--- src/hw/clic_cfg.svh ---
// clic build configuration
`ifndef CLIC_CFG_SVH
`define CLIC_CFG_SVH

// number of interrupt vectors
// entry csrs sit in a 32-slot window, so no more than 32
`define CLIC_VEC_SIZE 8

// priority levels
// also bounds the nesting depth of the epc stack
`define CLIC_PRIO_LEVELS 8

// byte address width of instruction memory
`define CLIC_IMEM_ADDR_WIDTH 12

// vector table, one csr per vector
`define CLIC_VEC_CSR_BASE 12'hb00
// entry table, one csr per vector
`define CLIC_ENTRY_CSR_BASE 12'hb20
// machine interrupt threshold
`define CLIC_MINTTHRESH_ADDR 12'h347
// read-only nesting depth
`define CLIC_STACK_DEPTH_ADDR 12'h350

`endif
--- src/hw/clic_pkg.sv ---
// clic shared types
`include "clic_cfg.svh"

package clic_pkg;

  // csr address space is 12 bits wide
  typedef logic [11:0] csr_addr_t;
  typedef logic [31:0] word;

  // immediate field of the csr*i forms
  typedef logic [4:0] zimm_t;

  // follows funct3 of the riscv csr instructions
  typedef enum logic [2:0] {
    csr_none = 3'b000,
    csr_rw   = 3'b001,
    csr_rs   = 3'b010,
    csr_rc   = 3'b011,
    csr_rwi  = 3'b101,
    csr_rsi  = 3'b110,
    csr_rci  = 3'b111
  } csr_op_t;

  typedef logic [$clog2(`CLIC_PRIO_LEVELS)-1:0] prio_t;
  typedef logic [`CLIC_IMEM_ADDR_WIDTH-1:0] pc_t;
  // handler address in words
  typedef logic [`CLIC_IMEM_ADDR_WIDTH-3:0] vec_addr_t;
  typedef logic [$clog2(`CLIC_VEC_SIZE)-1:0] vec_idx_t;
  // counts 0 up to and including a full stack
  typedef logic [$clog2(`CLIC_PRIO_LEVELS+1)-1:0] depth_t;

  // small enough to be written whole by a 5-bit immediate
  typedef struct packed {
    prio_t prio;
    logic  enabled;
    logic  pended;
  } entry_t;

  // one nesting level
  typedef struct packed {
    pc_t   pc;
    prio_t thresh;
  } epc_frame_t;

endpackage

--- src/hw/csr_bus_if.sv ---
// csr access bus
`timescale 1ns/100ps

interface csr_bus_if;
  import clic_pkg::*;

  // request, valid whenever enable is high
  logic      enable;
  csr_addr_t addr;
  csr_op_t   op;
  zimm_t     zimm;
  word       wdata;
  // combinational read of the old value
  word       rdata;

  // requester side
  modport master (
    output enable, addr, op, zimm, wdata,
    input  rdata
  );

  // register side
  modport slave (
    input  enable, addr, op, zimm, wdata,
    output rdata
  );

endinterface

--- src/hw/clic_top.sv ---
// clic top level
`timescale 1ns/100ps

module clic_top (
  input  logic                clk,
  input  logic                rst,
  input  logic                csr_enable,
  input  clic_pkg::csr_addr_t csr_addr,
  input  clic_pkg::csr_op_t   csr_op,
  input  clic_pkg::zimm_t     rs1_zimm,
  input  clic_pkg::word       rs1_data,
  input  clic_pkg::pc_t       pc_in,
  input  logic                mret,
  output clic_pkg::word       csr_rdata,
  output clic_pkg::pc_t       pc_out,
  output logic                int_take
);

  // core-side csr access
  csr_bus_if bus ();

  // requester side of the bus
  assign bus.enable = csr_enable;
  assign bus.addr   = csr_addr;
  assign bus.op     = csr_op;
  assign bus.zimm   = rs1_zimm;
  assign bus.wdata  = rs1_data;
  assign csr_rdata  = bus.rdata;

  n_clic u_clic (
    .clk,
    .rst,
    .bus      (bus.slave),
    .pc_in,
    .mret,
    .pc_out,
    .int_take
  );

endmodule

--- src/hw/n_clic.sv ---
// core-local interrupt controller
`timescale 1ns/100ps
`include "clic_cfg.svh"

module n_clic (
  input  logic          clk,
  input  logic          rst,
  csr_bus_if.slave      bus,
  input  clic_pkg::pc_t pc_in,
  input  logic          mret,
  output clic_pkg::pc_t pc_out,
  output logic          int_take
);
  import clic_pkg::*;

  // register bank contents
  vec_addr_t  vec_data   [`CLIC_VEC_SIZE];
  entry_t     entry_data [`CLIC_VEC_SIZE];
  prio_t      thresh;

  // pended bit clear on take
  logic       clr_pend   [`CLIC_VEC_SIZE];
  entry_t     clr_data   [`CLIC_VEC_SIZE];

  // threshold hardware write
  logic       thresh_we;
  prio_t      thresh_hw;

  // arbiter result
  logic       found;
  vec_idx_t   win_idx;
  prio_t      win_prio;
  vec_addr_t  win_vec;

  // stack side
  epc_frame_t push_frame;
  epc_frame_t top_frame;
  depth_t     depth;
  logic       full;
  logic       empty;
  logic       ret;

  word        rd_mux;

  // vector and entry tables
  for (genvar k = 0; k < `CLIC_VEC_SIZE; k++) begin : gen_vec
    // handler address, software only
    csr_reg #(
      .width   ($bits(vec_addr_t)),
      .address (csr_addr_t'(`CLIC_VEC_CSR_BASE + k))
    ) u_vec (
      .clk,
      .rst,
      .bus,
      .hw_we   (1'b0),
      .hw_data ('0),
      .data    (vec_data[k])
    );

    // pended clears only for the winning vector
    assign clr_pend[k] = int_take && (win_idx == vec_idx_t'(k));
    assign clr_data[k] = '{prio: entry_data[k].prio, enabled: entry_data[k].enabled,
                           pended: 1'b0};

    csr_reg #(
      .width   ($bits(entry_t)),
      .address (csr_addr_t'(`CLIC_ENTRY_CSR_BASE + k))
    ) u_entry (
      .clk,
      .rst,
      .bus,
      .hw_we   (clr_pend[k]),
      .hw_data (clr_data[k]),
      .data    (entry_data[k])
    );
  end

  // machine interrupt threshold
  csr_reg #(
    .width   ($bits(prio_t)),
    .address (`CLIC_MINTTHRESH_ADDR)
  ) u_thresh (
    .clk,
    .rst,
    .bus,
    .hw_we   (thresh_we),
    .hw_data (thresh_hw),
    .data    (thresh)
  );

  clic_arbiter u_arb (
    .entries   (entry_data),
    .vectors   (vec_data),
    .threshold (thresh),
    .found,
    .win_idx,
    .win_prio,
    .win_vec
  );

  // frame holds the interrupted pc and the threshold it ran under
  assign push_frame = '{pc: pc_in, thresh: thresh};

  epc_stack u_stack (
    .clk,
    .rst,
    .push     (int_take),
    .pop      (ret),
    .data_in  (push_frame),
    .data_out (top_frame),
    .depth,
    .full,
    .empty
  );

  // mret on an empty stack does nothing
  assign ret = mret && !empty;
  // return beats take, full stack blocks nesting
  assign int_take = found && !full && !ret;

  // threshold raised on take, restored on return
  assign thresh_we = int_take || ret;
  assign thresh_hw = ret ? top_frame.thresh : win_prio;

  // program counter redirect
  always_comb begin
    if (ret) begin
      pc_out = top_frame.pc;
    end else if (int_take) begin
      // word address to byte address
      pc_out = {win_vec, 2'b00};
    end else begin
      pc_out = pc_in;
    end
  end

  // one-hot read mux, addresses never overlap
  always_comb begin
    rd_mux = '0;
    for (int k = 0; k < `CLIC_VEC_SIZE; k++) begin
      rd_mux |= (bus.addr == csr_addr_t'(`CLIC_VEC_CSR_BASE + k)) ?
                word'(vec_data[k]) : '0;
      rd_mux |= (bus.addr == csr_addr_t'(`CLIC_ENTRY_CSR_BASE + k)) ?
                word'(entry_data[k]) : '0;
    end
    rd_mux |= (bus.addr == `CLIC_MINTTHRESH_ADDR) ? word'(thresh) : '0;
    // nesting depth is read-only
    rd_mux |= (bus.addr == `CLIC_STACK_DEPTH_ADDR) ? word'(depth) : '0;
  end

  assign bus.rdata = rd_mux;

endmodule

--- src/hw/epc_stack.sv ---
// epc and threshold stack
`timescale 1ns/100ps
`include "clic_cfg.svh"

module epc_stack (
  input  logic                   clk,
  input  logic                   rst,
  input  logic                   push,
  input  logic                   pop,
  input  clic_pkg::epc_frame_t   data_in,
  output clic_pkg::epc_frame_t   data_out,
  output clic_pkg::depth_t       depth,
  output logic                   full,
  output logic                   empty
);
  import clic_pkg::*;

  typedef logic [$clog2(`CLIC_PRIO_LEVELS)-1:0] slot_t;

  // frame storage
  epc_frame_t mem [`CLIC_PRIO_LEVELS];
  // number of frames held, next free slot
  depth_t     ptr;

  assign full  = (ptr == depth_t'(`CLIC_PRIO_LEVELS));
  assign empty = (ptr == '0);
  assign depth = ptr;

  // pointer
  // push and pop never arrive together
  always_ff @(posedge clk) begin
    if (rst) begin
      ptr <= '0;
    end else if (push && !full) begin
      ptr <= ptr + 1'b1;
    end else if (pop && !empty) begin
      ptr <= ptr - 1'b1;
    end
  end

  // frames written at the free slot
  always_ff @(posedge clk) begin
    if (push && !full) begin
      mem[slot_t'(ptr)] <= data_in;
    end
  end

  // top of stack
  // meaningless while empty
  assign data_out = mem[slot_t'(ptr - 1'b1)];

endmodule

--- src/hw/clic_arbiter.sv ---
// interrupt priority arbiter
`timescale 1ns/100ps
`include "clic_cfg.svh"

module clic_arbiter (
  input  clic_pkg::entry_t    entries [`CLIC_VEC_SIZE],
  input  clic_pkg::vec_addr_t vectors [`CLIC_VEC_SIZE],
  input  clic_pkg::prio_t     threshold,
  output logic                found,
  output clic_pkg::vec_idx_t  win_idx,
  output clic_pkg::prio_t     win_prio,
  output clic_pkg::vec_addr_t win_vec
);
  import clic_pkg::*;

  // candidate state carried along the chain
  logic      best_found;
  vec_idx_t  best_idx;
  prio_t     best_prio;
  vec_addr_t best_vec;

  always_comb begin
    // chain is seeded with the threshold
    // so only priorities above it can win
    best_found = 1'b0;
    best_idx   = '0;
    best_prio  = threshold;
    best_vec   = '0;
    for (int i = 0; i < `CLIC_VEC_SIZE; i++) begin
      // strictly greater keeps the lowest index on a tie
      if (entries[i].pended && entries[i].enabled &&
          (entries[i].prio > best_prio)) begin
        best_found = 1'b1;
        best_idx   = vec_idx_t'(i);
        best_prio  = entries[i].prio;
        best_vec   = vectors[i];
      end
    end
  end

  assign found    = best_found;
  assign win_idx  = best_idx;
  // equals the threshold when nothing is found
  assign win_prio = best_prio;
  assign win_vec  = best_vec;

endmodule

--- src/hw/csr_reg.sv ---
// addressable csr
`timescale 1ns/100ps

module csr_reg #(
  parameter int width = 32,
  parameter clic_pkg::csr_addr_t address = '0,
  parameter logic [width-1:0] reset_val = '0
) (
  input  logic             clk,
  input  logic             rst,
  csr_bus_if.slave         bus,
  input  logic             hw_we,
  input  logic [width-1:0] hw_data,
  output logic [width-1:0] data
);
  import clic_pkg::*;

  logic hit;
  word  src;
  word  cur;
  word  nxt;

  // only this register's address is claimed
  assign hit = bus.enable && (bus.addr == address);
  assign cur = word'(data);

  // operand source
  always_comb begin
    case (bus.op)
      csr_rwi, csr_rsi, csr_rci: src = word'(bus.zimm);
      default:                   src = bus.wdata;
    endcase
  end

  // software result on the full word
  always_comb begin
    case (bus.op)
      csr_rw, csr_rwi: nxt = src;
      csr_rs, csr_rsi: nxt = cur | src;
      csr_rc, csr_rci: nxt = cur & ~src;
      default:         nxt = cur;
    endcase
  end

  // hardware update wins over software in the same cycle
  always_ff @(posedge clk) begin
    if (rst) begin
      data <= reset_val;
    end else if (hw_we) begin
      data <= hw_data;
    end else if (hit) begin
      // upper bits beyond the register width are dropped
      data <= nxt[width-1:0];
    end
  end

endmodule

--- config.mk ---
export PLATFORM = sky130hd
export DESIGN_NAME = clic_top
export DESIGN_NICKNAME = d
export VERILOG_FILES = /design/src/hw/clic_pkg.sv /design/src/hw/csr_bus_if.sv /design/src/hw/clic_top.sv /design/src/hw/n_clic.sv /design/src/hw/epc_stack.sv /design/src/hw/clic_arbiter.sv /design/src/hw/csr_reg.sv
export VERILOG_INCLUDE_DIRS = /design/src /design/src/hw
export SDC_FILE = /design/constraint.sdc
export NUM_CORES = 1
export LEC_CHECK = 0
export BUFFER_PORTS_ARGS = -buffer_cell sky130_fd_sc_hd__clkbuf_2
export CORE_MARGIN = 2
export CORE_UTILIZATION = 40
export DETAILED_ROUTE_END_ITERATION = 7
export GPL_ROUTABILITY_DRIVEN = 1
export SLEW_MARGIN = 0
export SYNTH_ARGS = -nofsm -noshare
export SYNTH_HDL_FRONTEND = slang
export SYNTH_SLANG_ARGS = --single-unit
--- constraint.sdc ---
create_clock -name clk -period 39.1 [get_ports clk]
set_input_delay 1.955 -clock clk [delete_from_list [all_inputs] [get_ports clk]]
set_output_delay 1.955 -clock clk [all_outputs]
set_load 0.1 [all_outputs]
### Yosys cells after proc, flatten, opt, wreduce, memory -nomap -nowiden

Memories as Yosys holds them, arrays and structs flattened.
Cells that the tools add are included.

| word-level totals | value |
|---|---|
| memories kept | 1 |
| memory bits (writable) | 120 |
| output and inout port bits | 45 |
| input bits | 68 |
| bits in registers | 127 |

| operators by class | value |
|---|---|
| order comparisons | 8 |
| bitwise gates (word level) | 60 |
| add/sub/neg operators | 2 |
| mux-type cells | 76 |
| reductions and logical operators | 93 |
| eq/ne operators | 32 |

Memory list:

| name | words | bits a word | rd ports | clocked after memory_dff | write ports | RTL line | RTL |
|---|---|---|---|---|---|---|---|
| u_clic.u_stack.mem | 8 | 15 | 1 | 0 | 1 | epc_stack.sv:21 | `` epc_frame_t mem [`CLIC_PRIO_LEVELS]; `` |

Operators by type and width:

| kind | count |
|---|---|
| 32-bit bitwise OR | 17 |
| 10-bit case mux with 3 select lines | 8 |
| 12-bit equality test (second input constant) | 16 |
| 10-bit two-way mux | 17 |
| 5-bit case mux with 3 select lines | 8 |
| 10-bit bitwise AND | 8 |
| 10-bit bitwise OR | 8 |
| 3-bit two-way mux | 18 |
| 1-bit logical AND | 46 |
| 5-bit bitwise AND | 8 |
| 5-bit two-way mux | 8 |
| 5-bit bitwise OR | 8 |
| 2-bit AND reduction | 17 |
| 12-bit by 10-bit equality test with 1-bit output (second input constant) | 2 |
| 3-bit > comparator | 8 |
| 12-bit two-way mux | 2 |
| 3-bit AND reduction | 8 |
| 2-bit OR reduction | 11 |
| 3-bit equality test (second input constant) | 7 |
| 3-bit by 2-bit equality test with 1-bit output (second input constant) | 4 |
| 4-bit two-way mux | 3 |
| 1-bit two-way mux | 11 |
| 10-bit inverter | 1 |
| 3-bit case mux with 3 select lines | 1 |
| 15 further kinds | 26 |

### Logic depth before layout (Yosys ltp)

Gate-level depths: netlist of the first run.

| depth | value |
|---|---|
| word-level depth | 29 |
| mapped depth | 63 |
| depth with buffers taken out | 58 |

### Worst setup path before layout of the first run

Ideal clock, no wire load.

| timing | value |
|---|---|
| kind | register to output |
| from | register u_clic.u_thresh.data[2] |
| to | output port pc_out[11] |
| slack | 22.766 ns |
| required time | 37.145 ns |
| buffers on the path | 5 |
| arrival | 14.379 ns |
| cell stages (with the launch flop) | 62 |
| path through | dfxtp_1 > inv_1 > ha_1 > nor2_1 > a31o_1 > nor2_1 > mux2_2 > ha_1 > nor2_1 > nor2_1 > or4_1 > o311ai_1 > a2bb2oi_1 > clkbuf_1 > mux2_2 > ha_1 > or2_2 > a2111oi_0 > (+26 left out) > nand2b_1 > nand4_1 > clkbuf_1 > o211ai_1 > o211ai_1 > ha_1 > nor2b_1 > o21ai_0 > nand2b_1 > and4_1 > clkbuf_1 > nor2_1 > nand4b_1 > a211o_1 > o21ai_1 > inv_2 > nand2_1 > o31ai_1 |

| on the way | value |
|---|---|
| cells in the longest elaborated chain, start to end | 28 |
| elaborated cells on any way between the ends | 43 |
| those cells by class | 8 x order compare; 25 x mux; 10 x reduce/logical |

RTL lines:

| item | RTL line | RTL |
|---|---|---|
| start: declaration | csr_reg.sv:14 | `output logic [width-1:0] data` |
| start signal: assignment | csr_reg.sv:48 | `data <= reset_val;` |
| start signal: assignment | csr_reg.sv:50 | `data <= hw_data;` |
| start signal: assignment | csr_reg.sv:53 | `data <= nxt[width-1:0];` |
| 3-bit > comparator | clic_arbiter.sv:32 | `(entries[i].prio > best_prio)) begin` |
| 1-bit logical AND | clic_arbiter.sv:31 | `if (entries[i].pended && entries[i].enabled &&` |
| 3-bit two-way mux | clic_arbiter.sv:31 |  |
| 3-bit > comparator | clic_arbiter.sv:32 |  |
| 1-bit logical AND | clic_arbiter.sv:31 |  |
| 3-bit two-way mux | clic_arbiter.sv:31 |  |
| 3-bit > comparator | clic_arbiter.sv:32 |  |
| 1-bit logical AND | clic_arbiter.sv:31 |  |
| (+12 left out) | -- |  |
| 3-bit two-way mux | clic_arbiter.sv:31 |  |
| 3-bit > comparator | clic_arbiter.sv:32 |  |
| 1-bit logical AND | clic_arbiter.sv:31 |  |
| 1-bit two-way mux (*) | clic_arbiter.sv:31 |  |
| 1-bit logical AND (*) (2 in a row) | n_clic.sv:119 | `assign int_take = found && !full && !ret;` |
| net int_take | clic_top.sv:16 | `output logic int_take` |
| 12-bit two-way mux (*) | n_clic.sv:129 | `end else if (int_take) begin` |
| 12-bit two-way mux (*) | n_clic.sv:127 | `if (ret) begin` |
| end: declaration | clic_top.sv:15 | `output clic_pkg::pc_t pc_out,` |

Mark *: on every way through the listed nets, which the timed path passes. The rest lies on a longest branch.

### Worst setup path after layout of the first run

| timing | value |
|---|---|
| from | register u_clic.u_thresh.data[2] |
| to | output port pc_out[2] |

| on the way | value |
|---|---|
| cells in the longest elaborated chain, start to end | 28 |
| elaborated cells on any way between the ends | 43 |
| those cells by class | 8 x order compare; 25 x mux; 10 x reduce/logical |

RTL lines:

| item | RTL line |
|---|---|
| 3-bit > comparator | clic_arbiter.sv:32 |
| 1-bit logical AND | clic_arbiter.sv:31 |
| 3-bit two-way mux | clic_arbiter.sv:31 |
| 3-bit > comparator | clic_arbiter.sv:32 |
| 1-bit logical AND | clic_arbiter.sv:31 |
| 3-bit two-way mux | clic_arbiter.sv:31 |
| 3-bit > comparator | clic_arbiter.sv:32 |
| 1-bit logical AND | clic_arbiter.sv:31 |
| (+11 left out) | -- |
| 1-bit logical AND | clic_arbiter.sv:31 |
| 3-bit two-way mux | clic_arbiter.sv:31 |
| 3-bit > comparator | clic_arbiter.sv:32 |
| 1-bit logical AND | clic_arbiter.sv:31 |
| 1-bit two-way mux | clic_arbiter.sv:31 |
| 1-bit logical AND (2 in a row) | n_clic.sv:119 |
| 12-bit two-way mux (*) | n_clic.sv:129 |
| 12-bit two-way mux (*) | n_clic.sv:127 |

Every way passes the cells marked *; elsewhere a longest branch is shown, timed or not.

==> results of run 1 <==
==> cell usage after synthesis (all sizes together), types with 6 or more instances <==
master   number  share of area [%]
ha           21                2.1
clkbuf       85                2.5
a21oi       122                4.8
nor2         66                1.9
a21o          7               0.41
a221oi       40                2.8
nand2       104                3.1
and3         10               0.49
a22o         18                1.2
nor3         24               0.94
nand2b       13               0.64
and2         19               0.95
a32o         10               0.78
a31oi        24                1.2
a22oi        17                1.0
edfxtp      120                 28
mux2i         9               0.70
mux4         31                5.5
o211ai       10               0.59
nand4         8               0.39
buf          31                1.6
o21ai        64                2.5
dfxtp       127                 20
a211oi       76                4.5
mux2         12                1.1
inv          36                1.1
nor2b        12               0.65
a2111oi       6               0.41
o31ai        10               0.63
nand3        36                1.4
o211a         7               0.55
==> layer usage <==
| metal | share of wire [%] | track usage [%] | routed length (um) |
|---|---|---|---|
| met2 | 47 | 41.06 | 20180 |
| met4 | 3.4 | 9.290 | 1462 |
| met3 | 7.9 | 3.455 | 3381 |
| met1 | 41 | 33.91 | 17620 |
| met5 | 0 | 0 | 0 |
==> stage by stage <==
stage | hold slack (ps) | util, % | area (um2) | power (mW)
final | 492.2 | 45.19 | 14220 | 0.7175
after global routing | 508.3 | 45.19 | 14220 | 0.7410
after CTS | 490.2 | 45.19 | 14220 | 0.7195
after detailed placement | 481.4 | 42.70 | 13440 | 0.4878
after global placement | 477.5 | 42.70 | 13440 | 0.4871
after floorplan | 461.8 | - | 12860 | 0.4381
==> power groups by stage <==
| stage | Combinational (mW) | Sequential (mW) | Clock (mW) |
|---|---|---|---|
| 6_report | 0.201 | 0.281 | 0.235 |
| 5_1_grt | 0.212 | 0.282 | 0.247 |
| 4_1_cts | 0.201 | 0.281 | 0.237 |
| 3_5_place_dp | 0.201 | 0.287 | 0 |
| 3_3_place_gp | 0.200 | 0.287 | 0 |
| 2_1_floorplan | 0.155 | 0.283 | 0 |
==> state kept, by name, indices dropped and copies added (netlist names) <==
register                     cells
u_clic.u_thresh.data             3
u_clic.u_stack.depth             4
u_clic.gen_vec.u_entry.data     40
u_clic.u_stack.mem             120
u_clic.gen_vec.u_vec.data       80
==> logic make-up after synthesis <==
group / after synthesis / share of synthesized area (%)
buffers and inverters: 152 / 5.149
and+or+nand+nor: 319 / 12.07
muxes: 52 / 7.225
other: 1 / 0.02934
AOI/OAI and AO/OA: 453 / 24.69
xor gates and xnor gates: 9 / 0.6167
adders and majority gates: 22 / 2.134
DFF: 247 / 48.09
==> tightest hold or removal path, cell delays in order, from the launching register on <==
cell and delay (ps):
dfxtp_1 320, o21ai_0 70, a21oi_1 60
==> path summary, 6_finish.rpt <==
check                                  start                               to  slack [ps]  cells after the start
min          u_clic.gen_vec[1].u_vec.data[8]  u_clic.gen_vec[1].u_vec.data[8]         490                      2
min reg2reg  u_clic.gen_vec[1].u_vec.data[8]  u_clic.gen_vec[1].u_vec.data[8]         490                      2
max                  u_clic.u_thresh.data[2]                        pc_out[2]       19670                     60
max reg2reg          u_clic.u_thresh.data[2]         u_clic.u_stack.mem[4][4]       22150                     58
==> final cells by class <==
| cell class | count | area share [%] |
|---|---|---|
| sequential | 247 | 43.22 |
| multi-input combinational | 877 | 43.05 |
| clock buffer | 31 | 4.706 |
| timing repair buffer | 93 | 3.730 |
| tap | 402 | 3.536 |
| inverter | 36 | 0.9500 |
| clock inverter | 13 | 0.8093 |
==> summary.txt, run 1 <==
Power and ir drop
  – Leak: 4.712 nW
  – Sw frac: 35.55%
  – Logic pwr share: 28.1%
  – Net Sw Power: around 0.26 mW
  – Clock Power Share: 32.7%
  – Sequential Power Share: 39.2%
  – Worst vdd rail ir drop: 0.06590 mV
  – PD cells: 50.44 nW/um2
  – Pint: 0.4624 mW

Routing
  – Number of vias per cell: 6.422
  – Via count: around 11,000
  – DR pass1 iterations: 8
  – DRC errors left: 0
  – Drt total wl: between 40 and 50 mm
  – DRT iter0 DRCs: approximately 1,100
  – ANT nets after route: 0
  – Post-DR wirelength/cell: 25.10 um

Worst setup path
  – Critical path type: flip-flop to output port
  – Worst Path Arrival: 17,480 ps
  – Max incr delay on CP: 750 ps
  – Worst path buffer plus inverter count: 8
  – CP most frequent cell: ha_1
  – Worst Setup Start Kind: flip-flop
  – Worst Path Required: 37,140 ps
  – Critical-path maximum fanout: 26
  – Crit end category: output port
  – Crit path max-delay cell type: nor2_2
  – Family with the most delay on the worst path: simple AND/OR/NAND/NOR gates

Clock network
  – CTS Buf Count: 26
  – CTS H-Tree Depth: 1
  – CTS sink count: 247
  – Postcts setup bufs: 0
  – Post-CTS resize count: 0
  – CTS root buffer: clkbuf_16
  – CTS tree: done
  – Cts hold-fix bufs: 0
  – Clock Pin Slew Worst Setup and Hold Paths: 60 ps
  – Clk Latency, worst-skew pair: 570 ps
  – Max clock buf depth: 3

Floorplanning
  – Chip width: about 180 um
  – I/O pins: 113
  – Initial core utilization: 40.61%
  – Die Height: 182.8 um
  – Die footprint: 33,400 um2
  – Row count: between 60 and 70
  – Area of the core: roughly 31,000 um2

Run status
  – Status: finished clean

Cells and area
  – Ant diodes: 0
  – Most common cell after layout, fill and taps aside: dfxtp_1
  – Fill count: between 2,000 and 3,000
  – Area of the multi-input gates: 6123 um2
  – Non-filler cells, final: 1,699
  – Area Overhead vs Synth: 11.29%
  – Share of layout cells above drive strength 1: 15.34%
  – Layout net count: 1,370
  – Most frequent cells in the layout: dfxtp_1, a21oi_1, edfxtp_1, nand2_1, a211oi_1
  – FF+latch area: 6147 um2

Synth
  – Mean post-synth cell area: 10.18 um2
  – Seq/Total Area, Yosys: 48.09%
  – Register bit count reported by yosys: 247
  – Synth Instances: 1,255
  – Synth warn: 0
  – Post-synth ARST share: 0%
  – Yosys cell types: just over 80
  – Main synth FF type: dfxtp_1
  – Mapped Area: 12,780 um2
  – Number of flops mapped to enable cells by yosys: 120

Timing
  – Final hold vios: 0
  – Normalized max-slew margin: 18.15%
  – Tcrit/Tclk final: 49.70%
  – Final Max Tran Viols: 0
  – Setup_tns: 0 ps
  – Worst slew pin tran: 1223 ps
  – Worst Skew: 17.12 ps
  – # setup viols final: 0
  – Fmax: 0.05146 GHz
  – Final min period: between 15,000 and 20,000 ps
  – Final worst setup slack: 19,670 ps
  – RSZ-0062 raised after global routing: false

GRT
  – Remaining global-route overflow: 0
  – GRT Total Usage: 25.04%
  – Initial antenna violation count: 0
  – First-pass GRT wire length: approximately 64 mm
  – Pin count of the biggest net entering global routing: 99
  – Vias in the first global route: between 10,000 and 15,000

Hold path
  – Worst Hold Class: flip-flop to flip-flop

Run
  – Max-cap violations: 0

Placed design
  – Dpl cells: 1,655
  – Placer congestion estimate: 0.9475
  – Hpwl dp: between 20 and 30 mm
  – Port Buffers: between 60 and 70
  – Pre-CTS WS: 20,580 ps
No activity file was read; power rests on OpenSTA's default activity.
==> inputs of run 2 (changes only) <==
==> constraint.sdc (replaced) <==
create_clock -name clk -period 20.1 [get_ports clk]
set_input_delay 1.005 -clock clk [delete_from_list [all_inputs] [get_ports clk]]
set_output_delay 1.005 -clock clk [all_outputs]
set_load 0.1 [all_outputs]
==> run 2 against run 1 <==
  * Critical path depth is 1 higher
  * Worst hold slack better by 5.4 ps
  * Die area stayed put
  * Via count is 0.65% lower
  * Setup slack worse by 18000 ps
  * Register-to-register slack worse by 19000 ps
  * Final area is 0.41% higher
  * Sequential cell count stayed put
  * Combinational power is 96% higher
  * Total power is 98% higher
  * Highest routed layer unchanged
==> summary.txt, run 2 (same netlist as run 1, synthesis figures left out) <==
Cells and area
  – Layout net count: approximately 1,400
  – Largest Register: u_clic.u_stack.mem
  – FF+latch area: 6147 um2
  – Util after Layout: 45.38%
  – Fill count: 2,942
  – Max FFs per register: 120
  – Share of layout cells above drive strength 1: ~16%
  – Ant diodes: 0
  – Most common cell after layout, fill and taps aside: dfxtp_1
  – Area of the multi-input gates: 6121 um2
  – Most frequent cells in the layout: dfxtp_1, a21oi_1, edfxtp_1, nand2_1, a211oi_1
  – Area Overhead vs Synth: 11.75%
  – Biggest regs: u_clic.u_stack.mem (120), u_clic.gen_vec.u_vec.data (80), u_clic.gen_vec.u_entry.data (40)

Power and ir drop
  – Total power draw: 1.419 mW
  – Worst vdd rail ir drop: roughly 0.17 mV
  – Leak: 4.749 nW
  – PD cells: 99.37 nW/um2

Routing
  – Via count: ~11,000
  – DR pass1 iterations: 7
  – ANT nets after route: 0
  – Number of vias per cell: approximately 6.4
  – Drt total wl: 42.37 mm
  – DRT iter0 DRCs: around 1,100
  – DRC errors left: 0
  – Post-DR wirelength/cell: 24.90 um

Floorplanning
  – Die Height: 182.8 um
  – Area of the core: ~31,000 um2
  – Die footprint: 33,400 um2
  – I/O pins: approximately 110
  – Row count: 65
  – Initial core utilization: 40.61%
  – Chip width: 182.8 um

Clock network
  – Max clock buf depth: 3
  – CTS tree: done
  – Postcts setup bufs: 0
  – CTS root buffer: clkbuf_16
  – Clock Pin Slew Worst Setup and Hold Paths: 60 ps
  – Cts hold-fix bufs: 0
  – Post-CTS resize count: 0
  – CTS H-Tree Depth: 1
  – CTS Buf Count: 25
  – CTS sink count: 247
  – Clk Latency, worst-skew pair: 540 ps

Placed design
  – Placer congestion estimate: about 0.95
  – Port Buffers: 68
  – Hpwl dp: 28.79 mm

Hold path
  – Hold Crit Depth: 2
  – Worst Hold Class: flip-flop to flip-flop

GRT
  – First-pass GRT wire length: 64.06 mm
  – Remaining global-route overflow: 0
  – Vias in the first global route: 10,270
  – Pin count of the biggest net entering global routing: 78
  – Initial antenna violation count: 0
  – GRT Total Usage: 25.10%

Timing
  – Normalized max-slew margin: 18.95%
  – RSZ-0062 raised after global routing: false
  – Final hold vios: 0
  – Final Max Tran Viols: 0
  – Final min period: 18,030 ps
  – Tcrit/Tclk final: 89.71%
  – Worst Skew: 9.762 ps
  – Worst slew pin tran: 1211 ps
  – Fmax: roughly 0.055 GHz
  – Setup_tns: 0 ps
  – Hold WS: 497.5 ps
  – # setup viols final: 0

Worst setup path
  – Worst Setup Start Kind: flip-flop
  – Max incr delay on CP: 740 ps
  – Reg2reg setup slack: 3590 ps
  – Worst r2r dst: u_clic.u_stack.mem[4][7]
  – Crit path to: pc_out[5]
  – Worst path buffer plus inverter count: 9
  – Crit path max-delay cell type: dfxtp_1
  – Cell count along the critical path: a little over 60
  – CP startpoint: u_clic.u_thresh.data[2]
  – Crit end category: output port
  – Worst Path Arrival: 17,030 ps
  – R2R depth: 59
  – Family with the most delay on the worst path: simple AND/OR/NAND/NOR gates
  – Worst Path Required: 19,090 ps
  – Critical path type: flip-flop to output port
  – Critical-path maximum fanout: 26
  – Worst r2r src: u_clic.u_thresh.data[2]

Run status
  – Status: finished clean

Run
  – Max-cap violations: 0
==> run 2: metrics by stage <==
| stage | setup slack (ps) | instances | instance area [um2] |
|---|---|---|---|
| 2_1_floorplan | 4716 | 1276 | 12860 |
| 6_report | 2069 | 1702 | 14280 |
| 4_1_cts | 2283 | 1702 | 14280 |
| 3_3_place_gp | 3199 | 1657 | 13450 |
| 5_1_grt | 1246 | 1702 | 14280 |
| 3_5_place_dp | 2918 | 1657 | 13450 |
==> run 2: final cells by class <==
cell class                      count  area share, %
Clock inverter                     15          1.165
Multi-Input combinational cell    877          42.86
Inverter                           36         0.9461
Clock buffer                       30          4.652
Sequential cell                   247          43.04
Tap cell                          402          3.522
Timing Repair Buffer               95          3.820
==> run 2: worst min-delay path by stage <==
stage,to,startpoint
final,u_clic.gen_vec[3].u_vec.data[6],u_clic.gen_vec[3].u_vec.data[6]
after global placement,u_clic.gen_vec[3].u_vec.data[6],u_clic.gen_vec[3].u_vec.data[6]
after floorplan,u_clic.gen_vec[3].u_vec.data[6],u_clic.gen_vec[3].u_vec.data[6]
after detailed placement,u_clic.gen_vec[4].u_vec.data[5],u_clic.gen_vec[4].u_vec.data[5]
after CTS,u_clic.gen_vec[4].u_vec.data[5],u_clic.gen_vec[4].u_vec.data[5]
after global routing,u_clic.gen_vec[4].u_vec.data[5],u_clic.gen_vec[4].u_vec.data[5]
==> run 2: worst reg2reg max path, delay by kind of cell, from the launching register on <==
| kind | cells | cell delay [ps] |
|---|---|---|
| fa+ha+maj | 9 | 2660 |
| flops | 1 | 740 |
| mux | 5 | 1750 |
| compound gates | 16 | 4200 |
| simple gates | 21 | 4840 |
| buf+inv | 8 | 1920 |
==> run 2: where the power goes <==
group | total, mW | internal, mW | switching, mW
registers | 0.548 | 0.534 | 0.0139
logic | 0.393 | 0.115 | 0.278
clock network | 0.478 | 0.275 | 0.203
==> run 2: metal layers <==
layer	vias to the layer above	routed length, um	global-route usage [%]
met3	119	3060	3.197
met1	5314	17920	34.30
li1	4874	-	-
met4	0	1727	10.06
met5	-	0	0
met2	533	19670	40.62
==> inputs of run 3 (changes only) <==
--- a/config.mk
+++ b/config.mk
@@ -7,10 +7,10 @@
 export NUM_CORES = 1
 export LEC_CHECK = 0
 export BUFFER_PORTS_ARGS = -buffer_cell sky130_fd_sc_hd__clkbuf_2
-export CORE_MARGIN = 2
-export CORE_UTILIZATION = 40
+export CORE_UTILIZATION = 59
 export DETAILED_ROUTE_END_ITERATION = 7
 export GPL_ROUTABILITY_DRIVEN = 1
+export PLACE_DENSITY = 0.79
 export SLEW_MARGIN = 0
 export SYNTH_ARGS = -nofsm -noshare
 export SYNTH_HDL_FRONTEND = slang
==> constraint.sdc (replaced) <==
create_clock -name clk -period 18.5 [get_ports clk]
set_input_delay 0.925 -clock clk [delete_from_list [all_inputs] [get_ports clk]]
set_output_delay 0.925 -clock clk [all_outputs]
set_load 0.1 [all_outputs]
==> run 3 against run 2 <==
  * Critical path depth rose by 1
  * Final cell count fell by 7.2%
  * Final area fell by 0.77%
  * Clock power rose by 9.8%
  * Die area fell by 33%
  * Sequential cell count did not move
  * Count of clock-buffer cells in the layout rose by 2
  * Critical endpoint is now pc_out[2]
  * Non-clock buffer count rose by 2
  * Global-route usage rose by 11 points
==> summary.txt, run 3 (same netlist as run 1, synthesis figures left out) <==
Placed design
  – Placer congestion estimate: 0.9658
  – Hpwl dp: 26.74 mm
  – Port Buffers: 68

GRT
  – Initial antenna violation count: 0
  – First-pass GRT wire length: 60.04 mm
  – Vias in the first global route: 10,500
  – Pin count of the biggest net entering global routing: 68
  – Remaining global-route overflow: 0
  – GRT Total Usage: 35.65%

Hold path
  – Worst Hold Class: flip-flop to flip-flop
  – Hold Startpoint: u_clic.gen_vec[5].u_vec.data[7]

Power and ir drop
  – Sequential Power Share: 38.5%
  – PD cells: 109.0 nW/um2
  – Total power draw: 1.545 mW
  – Pint: 1.009 mW
  – Leak: ~4.8 nW
  – Logic pwr share: a little over a quarter
  – Net Sw Power: 0.5360 mW
  – Clock Power Share: 34.0%
  – Sw frac: 34.70%
  – Worst vdd rail ir drop: 0.1868 mV

Clock network
  – CTS Buf Count: 26
  – Postcts setup bufs: 0
  – Cts hold-fix bufs: 0
  – Clock Pin Slew Worst Setup and Hold Paths: 60 ps
  – CTS sink count: ~250
  – Max clock buf depth: 3
  – CTS H-Tree Depth: 1
  – Post-CTS resize count: 0
  – CTS tree: done
  – CTS root buffer: clkbuf_16
  – Clk Latency, worst-skew pair: 560 ps

Cells and area
  – Max FFs per register: 120
  – Layout net count: 1,374
  – Most frequent cells in the layout: dfxtp_1, a21oi_1, edfxtp_1, nand2_1, a211oi_1
  – Most common cell after layout, fill and taps aside: dfxtp_1
  – Largest Register: u_clic.u_stack.mem
  – Ant diodes: 0
  – Util after Layout: 67.00%
  – Area Overhead vs Synth: 10.89%
  – Share of layout cells above drive strength 1: 16.25%
  – Biggest regs: u_clic.u_stack.mem (120), u_clic.gen_vec.u_vec.data (80), u_clic.gen_vec.u_entry.data (40)

Routing
  – Via count: approximately 11,000
  – Number of vias per cell: around 7
  – DRT iter0 DRCs: about 1,300
  – Drt total wl: about 39 mm
  – Post-DR wirelength/cell: 24.96 um
  – DR pass1 iterations: 6
  – ANT nets after route: 0
  – DRC errors left: 0

Worst setup path
  – Worst Path Required: 17,570 ps
  – Worst Path Arrival: 15,940 ps
  – Worst Setup Start Kind: flip-flop
  – Max incr delay on CP: 700 ps
  – Critical path type: flip-flop to output port
  – Worst r2r src: u_clic.u_thresh.data[2]
  – CP startpoint: u_clic.u_thresh.data[2]
  – Crit path max-delay cell type: dfxtp_1
  – Crit end category: output port
  – Critical-path maximum fanout: 21

Floorplanning
  – Area of the core: 21,150 um2
  – Die footprint: approximately 22,000 um2
  – Die Height: 149.2 um
  – I/O pins: 113
  – Initial core utilization: 60.42%
  – Row count: 53
  – Chip width: 149.2 um

Timing
  – Setup_tns: 0 ps
  – # setup viols final: 0
  – Normalized max-slew margin: between 10% and 20%
  – Final Max Tran Viols: 0
  – Worst Skew: 26.22 ps
  – Tcrit/Tclk final: 91.19%
  – RSZ-0062 raised after global routing: false
  – Final hold vios: 0
  – Fmax: 0.05928 GHz
  – Worst slew pin tran: ~1200 ps
  – Final min period: 16,870 ps

Run status
  – Status: finished clean

Run
  – Max-cap violations: 0
## run 3: cell types whose count changed in the layout (fill, tap and decap cells not counted), moves of 2 or more
| cell | delta |
|---|---|
| clkinv_2 | +3 |
| buf_4 | +2 |
| clkbuf_8 | +2 |
| clkinvlp_4 | -2 |
## run 3: cell type report
class	instances	area (um2)
Clock buffer	32	713.2
Clock inverter	16	155.1
Fill cell	1640	6982
Inverter	36	135.1
Multi-Input combinational cell	877	6117
Sequential cell	247	6147
Tap cell	275	344.1
Timing Repair Buffer	97	560.5
## run 3: power by group through the flow
stage	Clock [mW]	Sequential (mW)	Combinational [mW]
after detailed placement	0	0.607	0.416
final	0.525	0.595	0.424
after floorplan	0	0.598	0.328
after global placement	0	0.606	0.411
after global routing	0.547	0.596	0.445
after CTS	0.525	0.595	0.420
## run 3: path summary, 6_finish.rpt
check,end,cells after the start,slack (ps)
max,pc_out[2],62,1630
min,u_clic.gen_vec[5].u_vec.data[7],2,490
max reg2reg,u_clic.u_stack.mem[3][3],64,2880
min reg2reg,u_clic.gen_vec[5].u_vec.data[7],2,490
## run 3: critical path: cells and delay by family (launching register included)
| kind | cells | cell delay (ps) |
|---|---|---|
| AOI/OAI and AO/OA | 18 | 4450 |
| adders and majority gates | 9 | 2540 |
| and+or+nand+nor | 21 | 3710 |
| DFF | 1 | 700 |
| buffers and inverters | 9 | 2300 |
| muxes | 5 | 1680 |
## run 3: per-stage QoR
stage,instance area (um2),hold slack [ps],std cells,worst slack [ps]
2_1_floorplan,12860,461.8,1276,3196
3_3_place_gp,13300,472.2,1532,2953
3_5_place_dp,13300,487.9,1532,2705
4_1_cts,14170,496.2,1580,1975
5_1_grt,14170,506.5,1580,789.5
6_report,14170,494.5,1580,1630
## run 3: routing by layer
layer  global-route usage, %  share of wire [%]
met1                   49.37                 39
met2                   56.07                 46
met3                   5.168                 11
met4                   15.10                4.1
met5                       0                  0
